$ cat src/design/fabric_pkg.sv
// Shared types and constants for the single-clock bus fabric
// Memory window starts at address 0; SD-card window is 256 bytes
// Structs carry one request or one response channel, no burst or ID
// fields; one transaction outstanding per master

package fabric_pkg;

  // Widths that carry a meaning
  typedef logic [31:0] addr_t;
  typedef logic [63:0] data64_t;
  typedef logic [31:0] data32_t;
  typedef logic [7:0]  strb8_t;
  typedef logic [3:0]  strb4_t;
  typedef logic [7:0]  sdc_addr_t;

  // Default address map
  localparam int    MEM_ADDR_BITS = 28;
  localparam addr_t SDC_BASE      = 32'h1001_3000;

  // --------------------------------------------------
  // Request and response channels
  // --------------------------------------------------
  typedef struct packed {
    logic    valid;
    logic    write;
    addr_t   addr;
    data64_t data;
    strb8_t  strb;
  } fab_req_t;

  typedef struct packed {
    logic    valid;
    logic    err;
    data64_t data;
  } fab_rsp_t;

  typedef struct packed {
    logic    valid;
    logic    write;
    addr_t   addr;
    data32_t data;
    strb4_t  strb;
  } dma_req_t;

  typedef struct packed {
    logic    valid;
    logic    err;
    data32_t data;
  } dma_rsp_t;

  typedef struct packed {
    logic      valid;
    logic      write;
    sdc_addr_t addr;
    data32_t   data;
    strb4_t    strb;
  } sdc_req_t;

  typedef struct packed {
    logic    valid;
    logic    err;
    data32_t data;
  } sdc_rsp_t;

  // Fabric controller FSM
  typedef enum logic [1:0] {
    IDLE,
    ISSUE,
    WAIT_RSP,
    RESPOND
  } ctrl_state_t;

endpackage

$ cat src/design/dma_upsizer.sv
// 32-to-64 converter on the DMA path, single beats only
// Request path is combinational; address bit 2 picks the lane
// The lane is latched at acceptance to select read data on return

`timescale 1ns/100ps

module dma_upsizer (
  input  logic                 cpu_clk_i,
  input  logic                 bus_rst_i,
  // 32-bit DMA side
  input  fabric_pkg::dma_req_t up_req_i,
  output logic                 up_ready_o,
  output fabric_pkg::dma_rsp_t up_rsp_o,
  // 64-bit fabric side
  output fabric_pkg::fab_req_t dn_req_o,
  input  logic                 dn_ready_i,
  input  fabric_pkg::fab_rsp_t dn_rsp_i
);

  logic hi_lane;
  logic lane_q;

  assign hi_lane = up_req_i.addr[2];

  // Data on both lanes, strobes only on the addressed one
  assign dn_req_o = '{valid: up_req_i.valid,
                      write: up_req_i.write,
                      addr:  up_req_i.addr,
                      data:  {2{up_req_i.data}},
                      strb:  hi_lane ? {up_req_i.strb, 4'b0000} : {4'b0000, up_req_i.strb}};

  assign up_ready_o = dn_ready_i;

  always_ff @(posedge cpu_clk_i) begin
    if (bus_rst_i) begin
      lane_q <= 1'b0;
    end else if (up_req_i.valid && dn_ready_i) begin
      lane_q <= hi_lane;
    end
  end

  assign up_rsp_o = '{valid: dn_rsp_i.valid,
                      err:   dn_rsp_i.err,
                      data:  lane_q ? dn_rsp_i.data[63:32] : dn_rsp_i.data[31:0]};

endmodule

$ cat src/design/fabric_ctrl.sv
// Two-master arbiter and address decoder standing in for the crossbar
// Masters: CPU (64-bit) and DMA (already upsized to 64-bit)
// Targets: external memory and the SD-card register path
// One transaction at a time across the whole fabric, round robin grant
// Addresses outside both windows get a local error response 2 cycles
// after acceptance with no downstream request

`timescale 1ns/100ps

module fabric_ctrl #(
  parameter int                MEM_ADDR_BITS = fabric_pkg::MEM_ADDR_BITS,
  parameter fabric_pkg::addr_t SDC_BASE      = fabric_pkg::SDC_BASE
) (
  input  logic                 cpu_clk_i,
  input  logic                 bus_rst_i,
  // CPU master
  input  fabric_pkg::fab_req_t cpu_req_i,
  output logic                 cpu_ready_o,
  output fabric_pkg::fab_rsp_t cpu_rsp_o,
  // DMA master
  input  fabric_pkg::fab_req_t dma_req_i,
  output logic                 dma_ready_o,
  output fabric_pkg::fab_rsp_t dma_rsp_o,
  // Memory target
  output fabric_pkg::fab_req_t mem_req_o,
  input  logic                 mem_ready_i,
  input  fabric_pkg::fab_rsp_t mem_rsp_i,
  // SD-card target
  output fabric_pkg::fab_req_t sdc_req_o,
  input  logic                 sdc_ready_i,
  input  fabric_pkg::fab_rsp_t sdc_rsp_i
);

  localparam int SDC_WIN_BITS = $bits(fabric_pkg::sdc_addr_t);

  fabric_pkg::ctrl_state_t state_q;
  fabric_pkg::ctrl_state_t state_d;
  fabric_pkg::fab_req_t    sel_req;
  fabric_pkg::fab_req_t    req_q;
  fabric_pkg::fab_rsp_t    tgt_rsp;
  fabric_pkg::data64_t     rsp_data_q;

  logic grant_dma;
  logic accept;
  logic hit_mem;
  logic hit_sdc;
  logic last_dma_q;
  logic gnt_dma_q;
  logic to_mem_q;
  logic to_sdc_q;
  logic no_target;
  logic tgt_ready;
  logic rsp_hit;
  logic rsp_err_q;

  // --------------------------------------------------
  // Arbitration and decode
  // --------------------------------------------------

  // DMA wins when alone, or when both ask and CPU went last
  assign grant_dma = dma_req_i.valid & (~cpu_req_i.valid | ~last_dma_q);
  assign accept    = (state_q == fabric_pkg::IDLE) & (cpu_req_i.valid | dma_req_i.valid);

  assign cpu_ready_o = (state_q == fabric_pkg::IDLE) & ~bus_rst_i &
                       cpu_req_i.valid & ~grant_dma;
  assign dma_ready_o = (state_q == fabric_pkg::IDLE) & ~bus_rst_i & grant_dma;

  assign sel_req = grant_dma ? dma_req_i : cpu_req_i;
  assign hit_mem = (sel_req.addr >> MEM_ADDR_BITS) == '0;
  assign hit_sdc = sel_req.addr[31:SDC_WIN_BITS] == SDC_BASE[31:SDC_WIN_BITS];

  always_ff @(posedge cpu_clk_i) begin
    if (bus_rst_i) begin
      last_dma_q <= 1'b1;
      gnt_dma_q  <= 1'b0;
      to_mem_q   <= 1'b0;
      to_sdc_q   <= 1'b0;
    end else if (accept) begin
      last_dma_q <= grant_dma;
      gnt_dma_q  <= grant_dma;
      to_mem_q   <= hit_mem;
      to_sdc_q   <= hit_sdc & ~hit_mem;
    end
  end

  // Request payload, held until the target takes it
  always_ff @(posedge cpu_clk_i) begin
    if (accept) begin
      req_q <= sel_req;
    end
  end

  // --------------------------------------------------
  // Target side
  // --------------------------------------------------
  assign no_target = ~to_mem_q & ~to_sdc_q;
  assign tgt_ready = to_mem_q ? mem_ready_i : (to_sdc_q & sdc_ready_i);
  assign tgt_rsp   = to_mem_q ? mem_rsp_i : sdc_rsp_i;

  // A response may come with the ready, so ISSUE takes it as well
  assign rsp_hit = tgt_rsp.valid & ~no_target &
                   ((state_q == fabric_pkg::ISSUE) | (state_q == fabric_pkg::WAIT_RSP));

  always_comb begin
    mem_req_o       = req_q;
    mem_req_o.valid = (state_q == fabric_pkg::ISSUE) & to_mem_q;
    sdc_req_o       = req_q;
    sdc_req_o.valid = (state_q == fabric_pkg::ISSUE) & to_sdc_q;
  end

  always_comb begin
    state_d = state_q;
    case (state_q)
      fabric_pkg::IDLE: begin
        if (accept) begin
          state_d = fabric_pkg::ISSUE;
        end
      end
      fabric_pkg::ISSUE: begin
        if (no_target || rsp_hit) begin
          state_d = fabric_pkg::RESPOND;
        end else if (tgt_ready) begin
          state_d = fabric_pkg::WAIT_RSP;
        end
      end
      fabric_pkg::WAIT_RSP: begin
        if (rsp_hit) begin
          state_d = fabric_pkg::RESPOND;
        end
      end
      default: state_d = fabric_pkg::IDLE;
    endcase
  end

  always_ff @(posedge cpu_clk_i) begin
    if (bus_rst_i) begin
      state_q <= fabric_pkg::IDLE;
    end else begin
      state_q <= state_d;
    end
  end

  // Response capture, local decode error or target response
  always_ff @(posedge cpu_clk_i) begin
    if ((state_q == fabric_pkg::ISSUE) && no_target) begin
      rsp_err_q  <= 1'b1;
      rsp_data_q <= '0;
    end else if (rsp_hit) begin
      rsp_err_q  <= tgt_rsp.err;
      rsp_data_q <= tgt_rsp.data;
    end
  end

  // Pulse back to whichever master owns the transaction
  assign cpu_rsp_o = '{valid: (state_q == fabric_pkg::RESPOND) & ~gnt_dma_q,
                       err:   rsp_err_q,
                       data:  rsp_data_q};
  assign dma_rsp_o = '{valid: (state_q == fabric_pkg::RESPOND) & gnt_dma_q,
                       err:   rsp_err_q,
                       data:  rsp_data_q};

endmodule

$ cat src/design/fpga_fabric_top.sv
// Bus fabric of the FPGA top level, single clock domain
// Memory and SD-card register block are external ports
// Valid/ready requests, pulsed responses without back-pressure,
// one outstanding transaction per master
// bus_rst_o resets every block below and is exported for the targets

`timescale 1ns/100ps

module fpga_fabric_top #(
  parameter int                MEM_ADDR_BITS     = fabric_pkg::MEM_ADDR_BITS,
  parameter fabric_pkg::addr_t SDC_BASE          = fabric_pkg::SDC_BASE,
  parameter int                RESET_HOLD_CYCLES = 16
) (
  input  logic                 cpu_clk_i,
  input  logic                 rst_i,
  input  logic                 calib_done_i,
  input  logic                 aux_rst_i,
  output logic                 bus_rst_o,
  // Processor port
  input  fabric_pkg::fab_req_t cpu_req_i,
  output logic                 cpu_ready_o,
  output fabric_pkg::fab_rsp_t cpu_rsp_o,
  // SD-card DMA port
  input  fabric_pkg::dma_req_t dma_req_i,
  output logic                 dma_ready_o,
  output fabric_pkg::dma_rsp_t dma_rsp_o,
  // External memory
  output fabric_pkg::fab_req_t mem_req_o,
  input  logic                 mem_ready_i,
  input  fabric_pkg::fab_rsp_t mem_rsp_i,
  // SD-card register window
  output fabric_pkg::sdc_req_t sdc_req_o,
  input  logic                 sdc_ready_i,
  input  fabric_pkg::sdc_rsp_t sdc_rsp_i
);

  logic                 bus_rst;
  fabric_pkg::fab_req_t dma_fab_req;
  logic                 dma_fab_ready;
  fabric_pkg::fab_rsp_t dma_fab_rsp;
  fabric_pkg::fab_req_t sdc_fab_req;
  logic                 sdc_fab_ready;
  fabric_pkg::fab_rsp_t sdc_fab_rsp;

  assign bus_rst_o = bus_rst;

  reset_sequencer #(
    .RESET_HOLD_CYCLES(RESET_HOLD_CYCLES)
  ) reset_sequencer_i (
    .cpu_clk_i   (cpu_clk_i),
    .rst_i       (rst_i),
    .calib_done_i(calib_done_i),
    .aux_rst_i   (aux_rst_i),
    .bus_rst_o   (bus_rst)
  );

  // DMA onto the 64-bit fabric
  dma_upsizer dma_upsizer_i (
    .cpu_clk_i (cpu_clk_i),
    .bus_rst_i (bus_rst),
    .up_req_i  (dma_req_i),
    .up_ready_o(dma_ready_o),
    .up_rsp_o  (dma_rsp_o),
    .dn_req_o  (dma_fab_req),
    .dn_ready_i(dma_fab_ready),
    .dn_rsp_i  (dma_fab_rsp)
  );

  fabric_ctrl #(
    .MEM_ADDR_BITS(MEM_ADDR_BITS),
    .SDC_BASE     (SDC_BASE)
  ) fabric_ctrl_i (
    .cpu_clk_i  (cpu_clk_i),
    .bus_rst_i  (bus_rst),
    .cpu_req_i  (cpu_req_i),
    .cpu_ready_o(cpu_ready_o),
    .cpu_rsp_o  (cpu_rsp_o),
    .dma_req_i  (dma_fab_req),
    .dma_ready_o(dma_fab_ready),
    .dma_rsp_o  (dma_fab_rsp),
    .mem_req_o  (mem_req_o),
    .mem_ready_i(mem_ready_i),
    .mem_rsp_i  (mem_rsp_i),
    .sdc_req_o  (sdc_fab_req),
    .sdc_ready_i(sdc_fab_ready),
    .sdc_rsp_i  (sdc_fab_rsp)
  );

  // SD-card registers are 32-bit only
  sdc_downsizer sdc_downsizer_i (
    .cpu_clk_i  (cpu_clk_i),
    .bus_rst_i  (bus_rst),
    .up_req_i   (sdc_fab_req),
    .up_ready_o (sdc_fab_ready),
    .up_rsp_o   (sdc_fab_rsp),
    .sdc_req_o  (sdc_req_o),
    .sdc_ready_i(sdc_ready_i),
    .sdc_rsp_i  (sdc_rsp_i)
  );

endmodule

$ cat src/design/reset_sequencer.sv
// Bus reset generation from the external reset, the auxiliary reset
// and memory calibration. All inputs are sampled on cpu_clk_i
// Bus reset is high combinationally while any source is active and
// stays high for RESET_HOLD_CYCLES cycles after the first cycle in
// which all sources are inactive. No input synchronizers here

`timescale 1ns/100ps

module reset_sequencer #(
  parameter int RESET_HOLD_CYCLES = 16
) (
  input  logic cpu_clk_i,
  input  logic rst_i,
  input  logic calib_done_i,
  input  logic aux_rst_i,
  output logic bus_rst_o
);

  localparam int CNT_W = $clog2(RESET_HOLD_CYCLES + 1) > 0 ?
                         $clog2(RESET_HOLD_CYCLES + 1) : 1;

  logic             src_active;
  logic [CNT_W-1:0] hold_cnt_q;

  // Any source keeps the bus in reset
  assign src_active = rst_i | aux_rst_i | ~calib_done_i;

  // Reload while a source is active, count down once all are clear
  always_ff @(posedge cpu_clk_i) begin
    if (src_active) begin
      hold_cnt_q <= CNT_W'(RESET_HOLD_CYCLES);
    end else if (hold_cnt_q != '0) begin
      hold_cnt_q <= hold_cnt_q - 1'b1;
    end
  end

  assign bus_rst_o = src_active | (hold_cnt_q != '0);

endmodule

$ cat src/design/sdc_downsizer.sv
// 64-to-32 converter in front of the SD-card register port
// No split transfers: a write whose strobes touch both lanes is
// rejected with an error one cycle later and never reaches the port
// The SD-card request is registered, one cycle behind the fabric
// Read data comes back copied into both 64-bit lanes

`timescale 1ns/100ps

module sdc_downsizer (
  input  logic                 cpu_clk_i,
  input  logic                 bus_rst_i,
  // 64-bit fabric side
  input  fabric_pkg::fab_req_t up_req_i,
  output logic                 up_ready_o,
  output fabric_pkg::fab_rsp_t up_rsp_o,
  // 32-bit SD-card register port
  output fabric_pkg::sdc_req_t sdc_req_o,
  input  logic                 sdc_ready_i,
  input  fabric_pkg::sdc_rsp_t sdc_rsp_i
);

  logic lo_any;
  logic hi_any;
  logic span;
  logic lane_hi;
  logic take;
  logic sdc_vld_q;
  logic sdc_write_q;
  logic err_q;

  fabric_pkg::sdc_addr_t sdc_addr_q;
  fabric_pkg::data32_t   sdc_data_q;
  fabric_pkg::strb4_t    sdc_strb_q;

  assign lo_any = |up_req_i.strb[3:0];
  assign hi_any = |up_req_i.strb[7:4];
  assign span   = up_req_i.write & lo_any & hi_any;

  // Writes follow the strobes, reads follow address bit 2
  assign lane_hi = up_req_i.write ? (hi_any | (~lo_any & up_req_i.addr[2])) :
                                    up_req_i.addr[2];

  // Nothing new while a request or an error is pending
  assign take = up_req_i.valid & ~sdc_vld_q & ~err_q;

  always_ff @(posedge cpu_clk_i) begin
    if (bus_rst_i) begin
      sdc_vld_q <= 1'b0;
      err_q     <= 1'b0;
    end else begin
      err_q <= take & span;
      if (sdc_vld_q) begin
        if (sdc_ready_i) begin
          sdc_vld_q <= 1'b0;
        end
      end else if (take && !span) begin
        sdc_vld_q <= 1'b1;
      end
    end
  end

  always_ff @(posedge cpu_clk_i) begin
    if (take) begin
      sdc_write_q <= up_req_i.write;
      sdc_addr_q  <= {up_req_i.addr[7:3], lane_hi, up_req_i.addr[1:0]};
      sdc_data_q  <= lane_hi ? up_req_i.data[63:32] : up_req_i.data[31:0];
      sdc_strb_q  <= lane_hi ? up_req_i.strb[7:4] : up_req_i.strb[3:0];
    end
  end

  assign sdc_req_o = '{valid: sdc_vld_q,
                       write: sdc_write_q,
                       addr:  sdc_addr_q,
                       data:  sdc_data_q,
                       strb:  sdc_strb_q};

  // A rejected request is consumed in the same cycle as its error
  assign up_ready_o = (sdc_vld_q & sdc_ready_i) | err_q;

  assign up_rsp_o = '{valid: sdc_rsp_i.valid | err_q,
                      err:   sdc_rsp_i.err | err_q,
                      data:  {2{sdc_rsp_i.data}}};

endmodule

$ cat config.mk
export PLATFORM = sky130hd
export DESIGN_NAME = fpga_fabric_top
export DESIGN_NICKNAME = d
export VERILOG_FILES = /design/src/design/fabric_pkg.sv /design/src/design/dma_upsizer.sv /design/src/design/fabric_ctrl.sv /design/src/design/fpga_fabric_top.sv /design/src/design/reset_sequencer.sv /design/src/design/sdc_downsizer.sv
export SDC_FILE = /design/constraint.sdc
export NUM_CORES = 1
export LEC_CHECK = 0
export BUFFER_PORTS_ARGS = -buffer_cell sky130_fd_sc_hd__buf_2
export CAP_MARGIN = 20
export CELL_PAD_IN_SITES_DETAIL_PLACEMENT = 1
export CELL_PAD_IN_SITES_GLOBAL_PLACEMENT = 1
export CORE_AREA = 2 2 211 213
export CTS_CLUSTER_DIAMETER = 150
export DETAILED_ROUTE_END_ITERATION = 12
export DIE_AREA = 0 0 213 215
export PLACE_DENSITY_LB_ADDON = 0.1
export SLEW_MARGIN = 20
export SYNTH_ARGS = -nofsm -noshare
export SYNTH_HDL_FRONTEND = slang
export SYNTH_SLANG_ARGS = --single-unit
$ cat constraint.sdc
create_clock -name cpu_clk_i -period 8.87 [get_ports cpu_clk_i]
set_clock_uncertainty 0.05 [all_clocks]
set_input_delay 0.887 -clock cpu_clk_i [delete_from_list [all_inputs] [get_ports cpu_clk_i]]
set_output_delay 0.887 -clock cpu_clk_i [all_outputs]
set_load 0.01 [all_outputs]
* Yosys cells after proc, flatten, opt, wreduce, memory -nomap -nowiden
Cells that the tools add are included.
Cells by class: muxes and demuxes 16, add/sub/neg operators 1, bitwise operators 45, reduce and logical (&&, ||, !) cells 11, equality and inequality tests 7
Operators by type and width (count):
- 2-to-1 mux 105 bit | 1
- 2-to-1 mux 66 bit | 1
- 2-to-1 mux 32 bit | 2
- zero test 32 bit | 1
- equality test 24 x 21 -> 1 bit, second input constant | 1
- bitwise AND 1 bit | 22
- NOT 1 bit | 13
- bitwise OR 1 bit | 10
- 2-to-1 mux 2 bit | 4
- 2-to-1 mux 8 bit | 1
- OR reduction 4 bit | 2
- case mux 2 bit (3 select lines) | 1
- 2-to-1 mux 1 bit | 5
- nonzero test 5 bit | 1
- subtractor 5 x 1 -> 5 bit, second input constant | 1
- equality test 2 bit, second input constant | 2
- 2-to-1 mux 4 bit | 1
- != test 2 x 1 -> 1 bit, second input constant | 2
- logical AND 1 bit | 3
- != test 3 x 2 -> 1 bit, second input constant | 1
- AND reduction 3 bit | 1
- equality test 2 x 1 -> 1 bit, second input constant | 1
- zero test 2 bit | 1
- zero test 1 bit | 1
- logical OR 1 bit | 1
Word-level totals: register bits 229, output and inout port bits 255, word-level logic and storage cells 99, bits of input ports 282

* Depth between registers and ports, before layout
word-level depth 8, mapped depth 8, gate-level depth less buffers 8

* By module
From an unflattened synthesis, not the netlist that was laid out.
Second synthesis, totals: cell total of the unflattened synthesis 1331, area total of the unflattened synthesis 13249.0 µm²
By module, submodules not included:
- fabric_ctrl | area an instance 9123.8 µm², times used 1, cells each 978, seq. area each 4574.4 µm²
- sdc_downsizer | area an instance 2476.1 µm², times used 1, cells each 175, seq. area each 1391.3 µm²
- dma_upsizer | area an instance 1392.6 µm², times used 1, cells each 149, seq. area each 20.0 µm²
- reset_sequencer | area an instance 256.5 µm², times used 1, cells each 29, seq. area each 100.1 µm²

* Worst setup path after synthesis
Ideal clock, no wire load.
path kind flip-flop to flip-flop, start point register fabric_ctrl_i.state_q[1], end point register sdc_downsizer_i.sdc_vld_q, required time 8.738 ns, setup slack 2.899 ns, stages on the path, launching flop included 6, period minus slack after synthesis 5.971 ns, setup time 0.082 ns, path buffers 0, arrival 5.839 ns, cell sequence dfxtp_1 -> inv_1 -> ha_1 -> nor4bb_1 -> o21ai_0 -> a21oi_1
Between the ends: cells in the longest elaborated chain, start to end 7
Ends and longest elaborated chain:
- start: declaration | RTL line fabric_ctrl.sv:36 | fabric_pkg::ctrl_state_t state_q;
- start signal: assignment | RTL line fabric_ctrl.sv:137 | state_q <= fabric_pkg::IDLE;
- start signal: assignment | RTL line fabric_ctrl.sv:139 | state_q <= state_d;
- equality test 2 x 1 -> 1 bit | RTL line fabric_ctrl.sv:108 | sdc_req_o.valid = (state_q == fabric_pkg::ISSUE) & to_sdc_q;
- bitwise AND 1 bit | RTL line fabric_ctrl.sv:108
- bitwise AND 1 bit (2 in a row) | RTL line sdc_downsizer.sv:44 | assign take = up_req_i.valid & ~sdc_vld_q & ~err_q;
- net sdc_downsizer_i.take | RTL line sdc_downsizer.sv:26 | logic take;
- logical AND 1 bit | RTL line sdc_downsizer.sv:56 | end else if (take && !span) begin
- 2-to-1 mux 1 bit | RTL line sdc_downsizer.sv:56
- 2-to-1 mux 1 bit | RTL line sdc_downsizer.sv:52 | if (sdc_vld_q) begin
- end signal: assignment | RTL line sdc_downsizer.sv:48 | sdc_vld_q <= 1'b0;
- end signal: assignment | RTL line sdc_downsizer.sv:54 | sdc_vld_q <= 1'b0;
- end signal: assignment | RTL line sdc_downsizer.sv:57 | sdc_vld_q <= 1'b1;
- end: declaration | RTL line sdc_downsizer.sv:27 | logic sdc_vld_q;
The timed path passes the listed nets, and every way through them passes these cells. A chain may end at the register's enable or synchronous reset.

* Worst setup path in the final report
start point input port dma_req_i[69] (netlist bit), end point output port dma_ready_o
Between the ends: cells in the longest elaborated chain, start to end 2
Ends and longest elaborated chain:
- start: declaration | RTL line fpga_fabric_top.sv:24 | input fabric_pkg::dma_req_t dma_req_i,
- bitwise AND 1 bit | RTL line fabric_ctrl.sv:61 | assign grant_dma = dma_req_i.valid & (~cpu_req_i.valid | ~last_dma_q);
- bitwise AND 1 bit | RTL line fabric_ctrl.sv:66 | assign dma_ready_o = (state_q == fabric_pkg::IDLE) & ~bus_rst_i & grant_dma;
- end: declaration | RTL line fpga_fabric_top.sv:25 | output logic dma_ready_o,
Every way passes these cells.

==> run_results.csv <==
group,metric,value,unit
floorplan,start_util,23.6,%
detailed_routing,wirelength,41400,microns
clock_network,cts_buffers,29,
worst_setup_path,rrSetupSlack,5.86,ns
power,ir_worst_vdd,136,uV
worst_setup_path,max_stage_delay,0.70,ns
clock_network,cts.path.max_buffers,3,
yosys,ys_seq_area_share,59.1,%
floorplan,ios,537,
power,power,2.72,mW
power,p_leak,6.70,nW
timing,fin_crit_sh,38.8,%
timing,setup_tns,0,ns
clock_network,clk_pin_slew,0.05,ns
yosys,synth_warnings,0,
detailed_routing,drc_errors,0,
grt,grt_pass1_vias,9838,
worst_setup_path,worst_setup_path_start_kind,"input pin",
job,cap_violations,0,
worst_setup_path,slowest_stage,"buf_4",
worst_setup_path,crit_family,"buffers and inverters",
timing,rsz0062_at_grt,"no",
yosys,synth_area_per_cell,10.5,sq um
floorplan,rows,77,
yosys,synth_cell_types,44,
finish,final_common_cell,"buf_2",
yosys,synth-seq-cells,229,
worst_setup_path,arrival,2.51,ns
worst_hold_path,hold_end,"sdc_downsizer_i.sdc_addr_q[6]",
detailed_routing,drt_iter0_markers,270,
worst_setup_path,worstSetupEndpointType,"output port",
placed_design,io_buffers,536,
clock_network,clockRootBuffer,"clkbuf_16",
yosys,yosys.area.top_type,"edfxtp_1",
worst_setup_path,crit_path_cell_trace,"buf_2, a21boi_4, buf_4, nand2_1, nor2_1, buf_2",
worst_setup_path,cpMostUsedCell,"buf_2",
floorplan,die_h,215,microns
grt,grt_max_degree,77,
yosys,async_flop_share,0,%
finish,nets,1779,
yosys,synth_edf_count,150,
finish,layout-drive-gt1-share,44.2,%
yosys,synth.cell_area,10300,sq um
yosys,synthCells,978,
clock_network,cts-resized-gates,0,
clock_network,cts_tree,"yes",
yosys,syn_nets,1267,
worst_hold_path,holdPathStages,0,
timing,hold_violations,0,
timing,final_max_slew_viol_count,0,
floorplan,core,43600,sq um
floorplan,die_w,213,microns
yosys,yosys.area.top_type_share,43.7,%
timing,clock.fmax,0.290,GHz
floorplan,die_area,45800,sq um
finish,layout.cells.most_common_list,"buf_2, nand2_1, edfxtp_1",
worst_setup_path,timing.rr.start,"fabric_ctrl_i.state_q[1]",
clock_network,postCtsSetupBuffers,0,
detailed_routing,drt_pre_antenna_iters,4,
yosys,synth-main-ff-cell,"edfxtp_1",
detailed_routing,ant_nets,0,
worst_setup_path,crit_buf_inv,3,
detailed_routing,vias_per_cell,4.36,
worst_hold_path,worstHoldStart,"fabric_ctrl_i.mem_req_o[78]",
placed_design,dp_hpwl,31500,microns
timing,tightest_slew,0.936,ns
clock_network,cts.hold.buffers_added,0,
grt,antenna_found_initial,21,
detailed_routing,avgRoutedWirePerCell,19.6,microns
placed_design,place_congestion,0.806,
worst_hold_path,hold_path.class,"flip-flop to flip-flop",
timing,setup_viol,0,
worst_setup_path,critical_path_class,"input pin to output port",
grt,grt.overflow.total,0,
worst_setup_path,path_max_fanout,76,
clock_network,htreeDepth,1,
finish,area_growth,40.8,%
outcome,status,"finished, final reports clean",
timing,min_period,3.45,ns
clock_network,clk_latency,0.56,ns
grt,grt_usage,17.7,%
grt,grt_pass1_wl,61100,microns
worst_setup_path,rr_worst_depth,5,
worst_setup_path,worstReg2RegEnd,"fabric_ctrl_i.mem_req_o[11]",
yosys,synth_area_leaders,"edfxtp_1, dfxtp_1, nand2_1",
power,power_density,188,nW/um^2
clock_network,numClockSinks,229,
detailed_routing,vias,9226,
worst_setup_path,required,7.93,ns
timing,slew_headroom,37.6,%
## cells in the mapped netlist (7+ instances only)
cell        n
clkbuf_1   33
nor3_1     69
mux2_4     29
nor2b_1    33
mux2_2     40
inv_1       9
dfxtp_1    79
buf_1       7
nand2_1   288
nand3_1     7
buf_2      16
edfxtp_1  150
a211oi_1   65
nor2_1     79
ha_1        7
## cell families (layout without fill, tap and decap cells)
| kind of cell | after synthesis | count (layout) | share of synthesized area (%) |
|---|---|---|---|
| and+or+nand+nor | 506 | 506 | 21.3 |
| adders and majority gates | 7 | 7 | 0.850 |
| muxes | 72 | 72 | 8.89 |
| buffers and inverters | 74 | 609 | 3.58 |
| AOI/OAI and AO/OA | 87 | 87 | 6.11 |
| DFF | 229 | 229 | 59.1 |
| xor gates and xnor gates | 3 | 3 | 0.255 |
| other | 0 | 12 | 0 |
## state kept, by name, summed over array words and instances (netlist names)
name	flops
fabric_ctrl_i.state_q	2
fabric_ctrl_i.mem_req_o	105
fabric_ctrl_i.rsp_data_q	64
sdc_downsizer_i.sdc_vld_q	1
fabric_ctrl_i.to_sdc_q	1
reset_sequencer_i.hold_cnt_q	5
fabric_ctrl_i.to_mem_q	1
fabric_ctrl_i.last_dma_q	1
fabric_ctrl_i.gnt_dma_q	1
fabric_ctrl_i.rsp_err_q	1
sdc_downsizer_i.sdc_addr_q	8
sdc_downsizer_i.err_q	1
dma_upsizer_i.lane_q	1
sdc_downsizer_i.sdc_write_q	1
sdc_downsizer_i.sdc_strb_q	4
sdc_downsizer_i.sdc_data_q	32
## area by class of cell
cell class                      instances  area, sq um
Fill cell                            5170        29100
Sequential cell                       229         6090
Multi-Input combinational cell        675         3890
Timing Repair Buffer                  545         2750
Clock buffer                           46          840
Tap cell                              592          741
Clock inverter                          8          121
Inverter                               10         40.0
Antenna cell                           12         30.0
## power breakdown
part           switching (mW)  total [mW]  leakage [nW]  internal, mW
logic                   0.157       0.298          4.11         0.141
clock network           0.467        1.20         0.466         0.732
registers              0.0244        1.22          2.13          1.20
## per-stage QoR
step | utilization (%) | worst slack [ns] | cell area [sq um] | hold slack (ns) | cells
2_1_floorplan | - | 2.90 | 10300 | 0.395 | 978
3_3_place_gp | 31.0 | 5.38 | 13500 | 0.378 | 2051
3_5_place_dp | 31.0 | 5.35 | 13500 | 0.386 | 2051
4_1_cts | 33.2 | 5.36 | 14500 | 0.402 | 2105
5_1_grt | 33.2 | 5.26 | 14500 | 0.407 | 2113
6_report | 33.2 | 5.42 | 14500 | 0.400 | 2117
## layer usage
metal,part of all wire [%],global-route usage [%],vias to the layer above,wire length [microns]
met3,9.0,6.12,76,3730
li1,-,-,4461,-
met4,2.9,6.20,16,1190
met1,37,19.0,4325,15400
met5,0.26,0,-,107
met2,51,31.7,348,21000
## how the worst max path moves through the flow
stage,slack [ns],end,from,depth (start not counted)
floorplan,2.90,sdc_downsizer_i.sdc_vld_q,fabric_ctrl_i.state_q[1],5
global placement,5.38,dma_ready_o,dma_req_i[69],6
detailed placement,5.35,dma_ready_o,dma_req_i[69],6
CTS,5.36,dma_ready_o,dma_req_i[69],6
global route,5.26,dma_ready_o,dma_req_i[69],6
finish,5.42,dma_ready_o,dma_req_i[69],6
(Power assumes the default switching activity.)
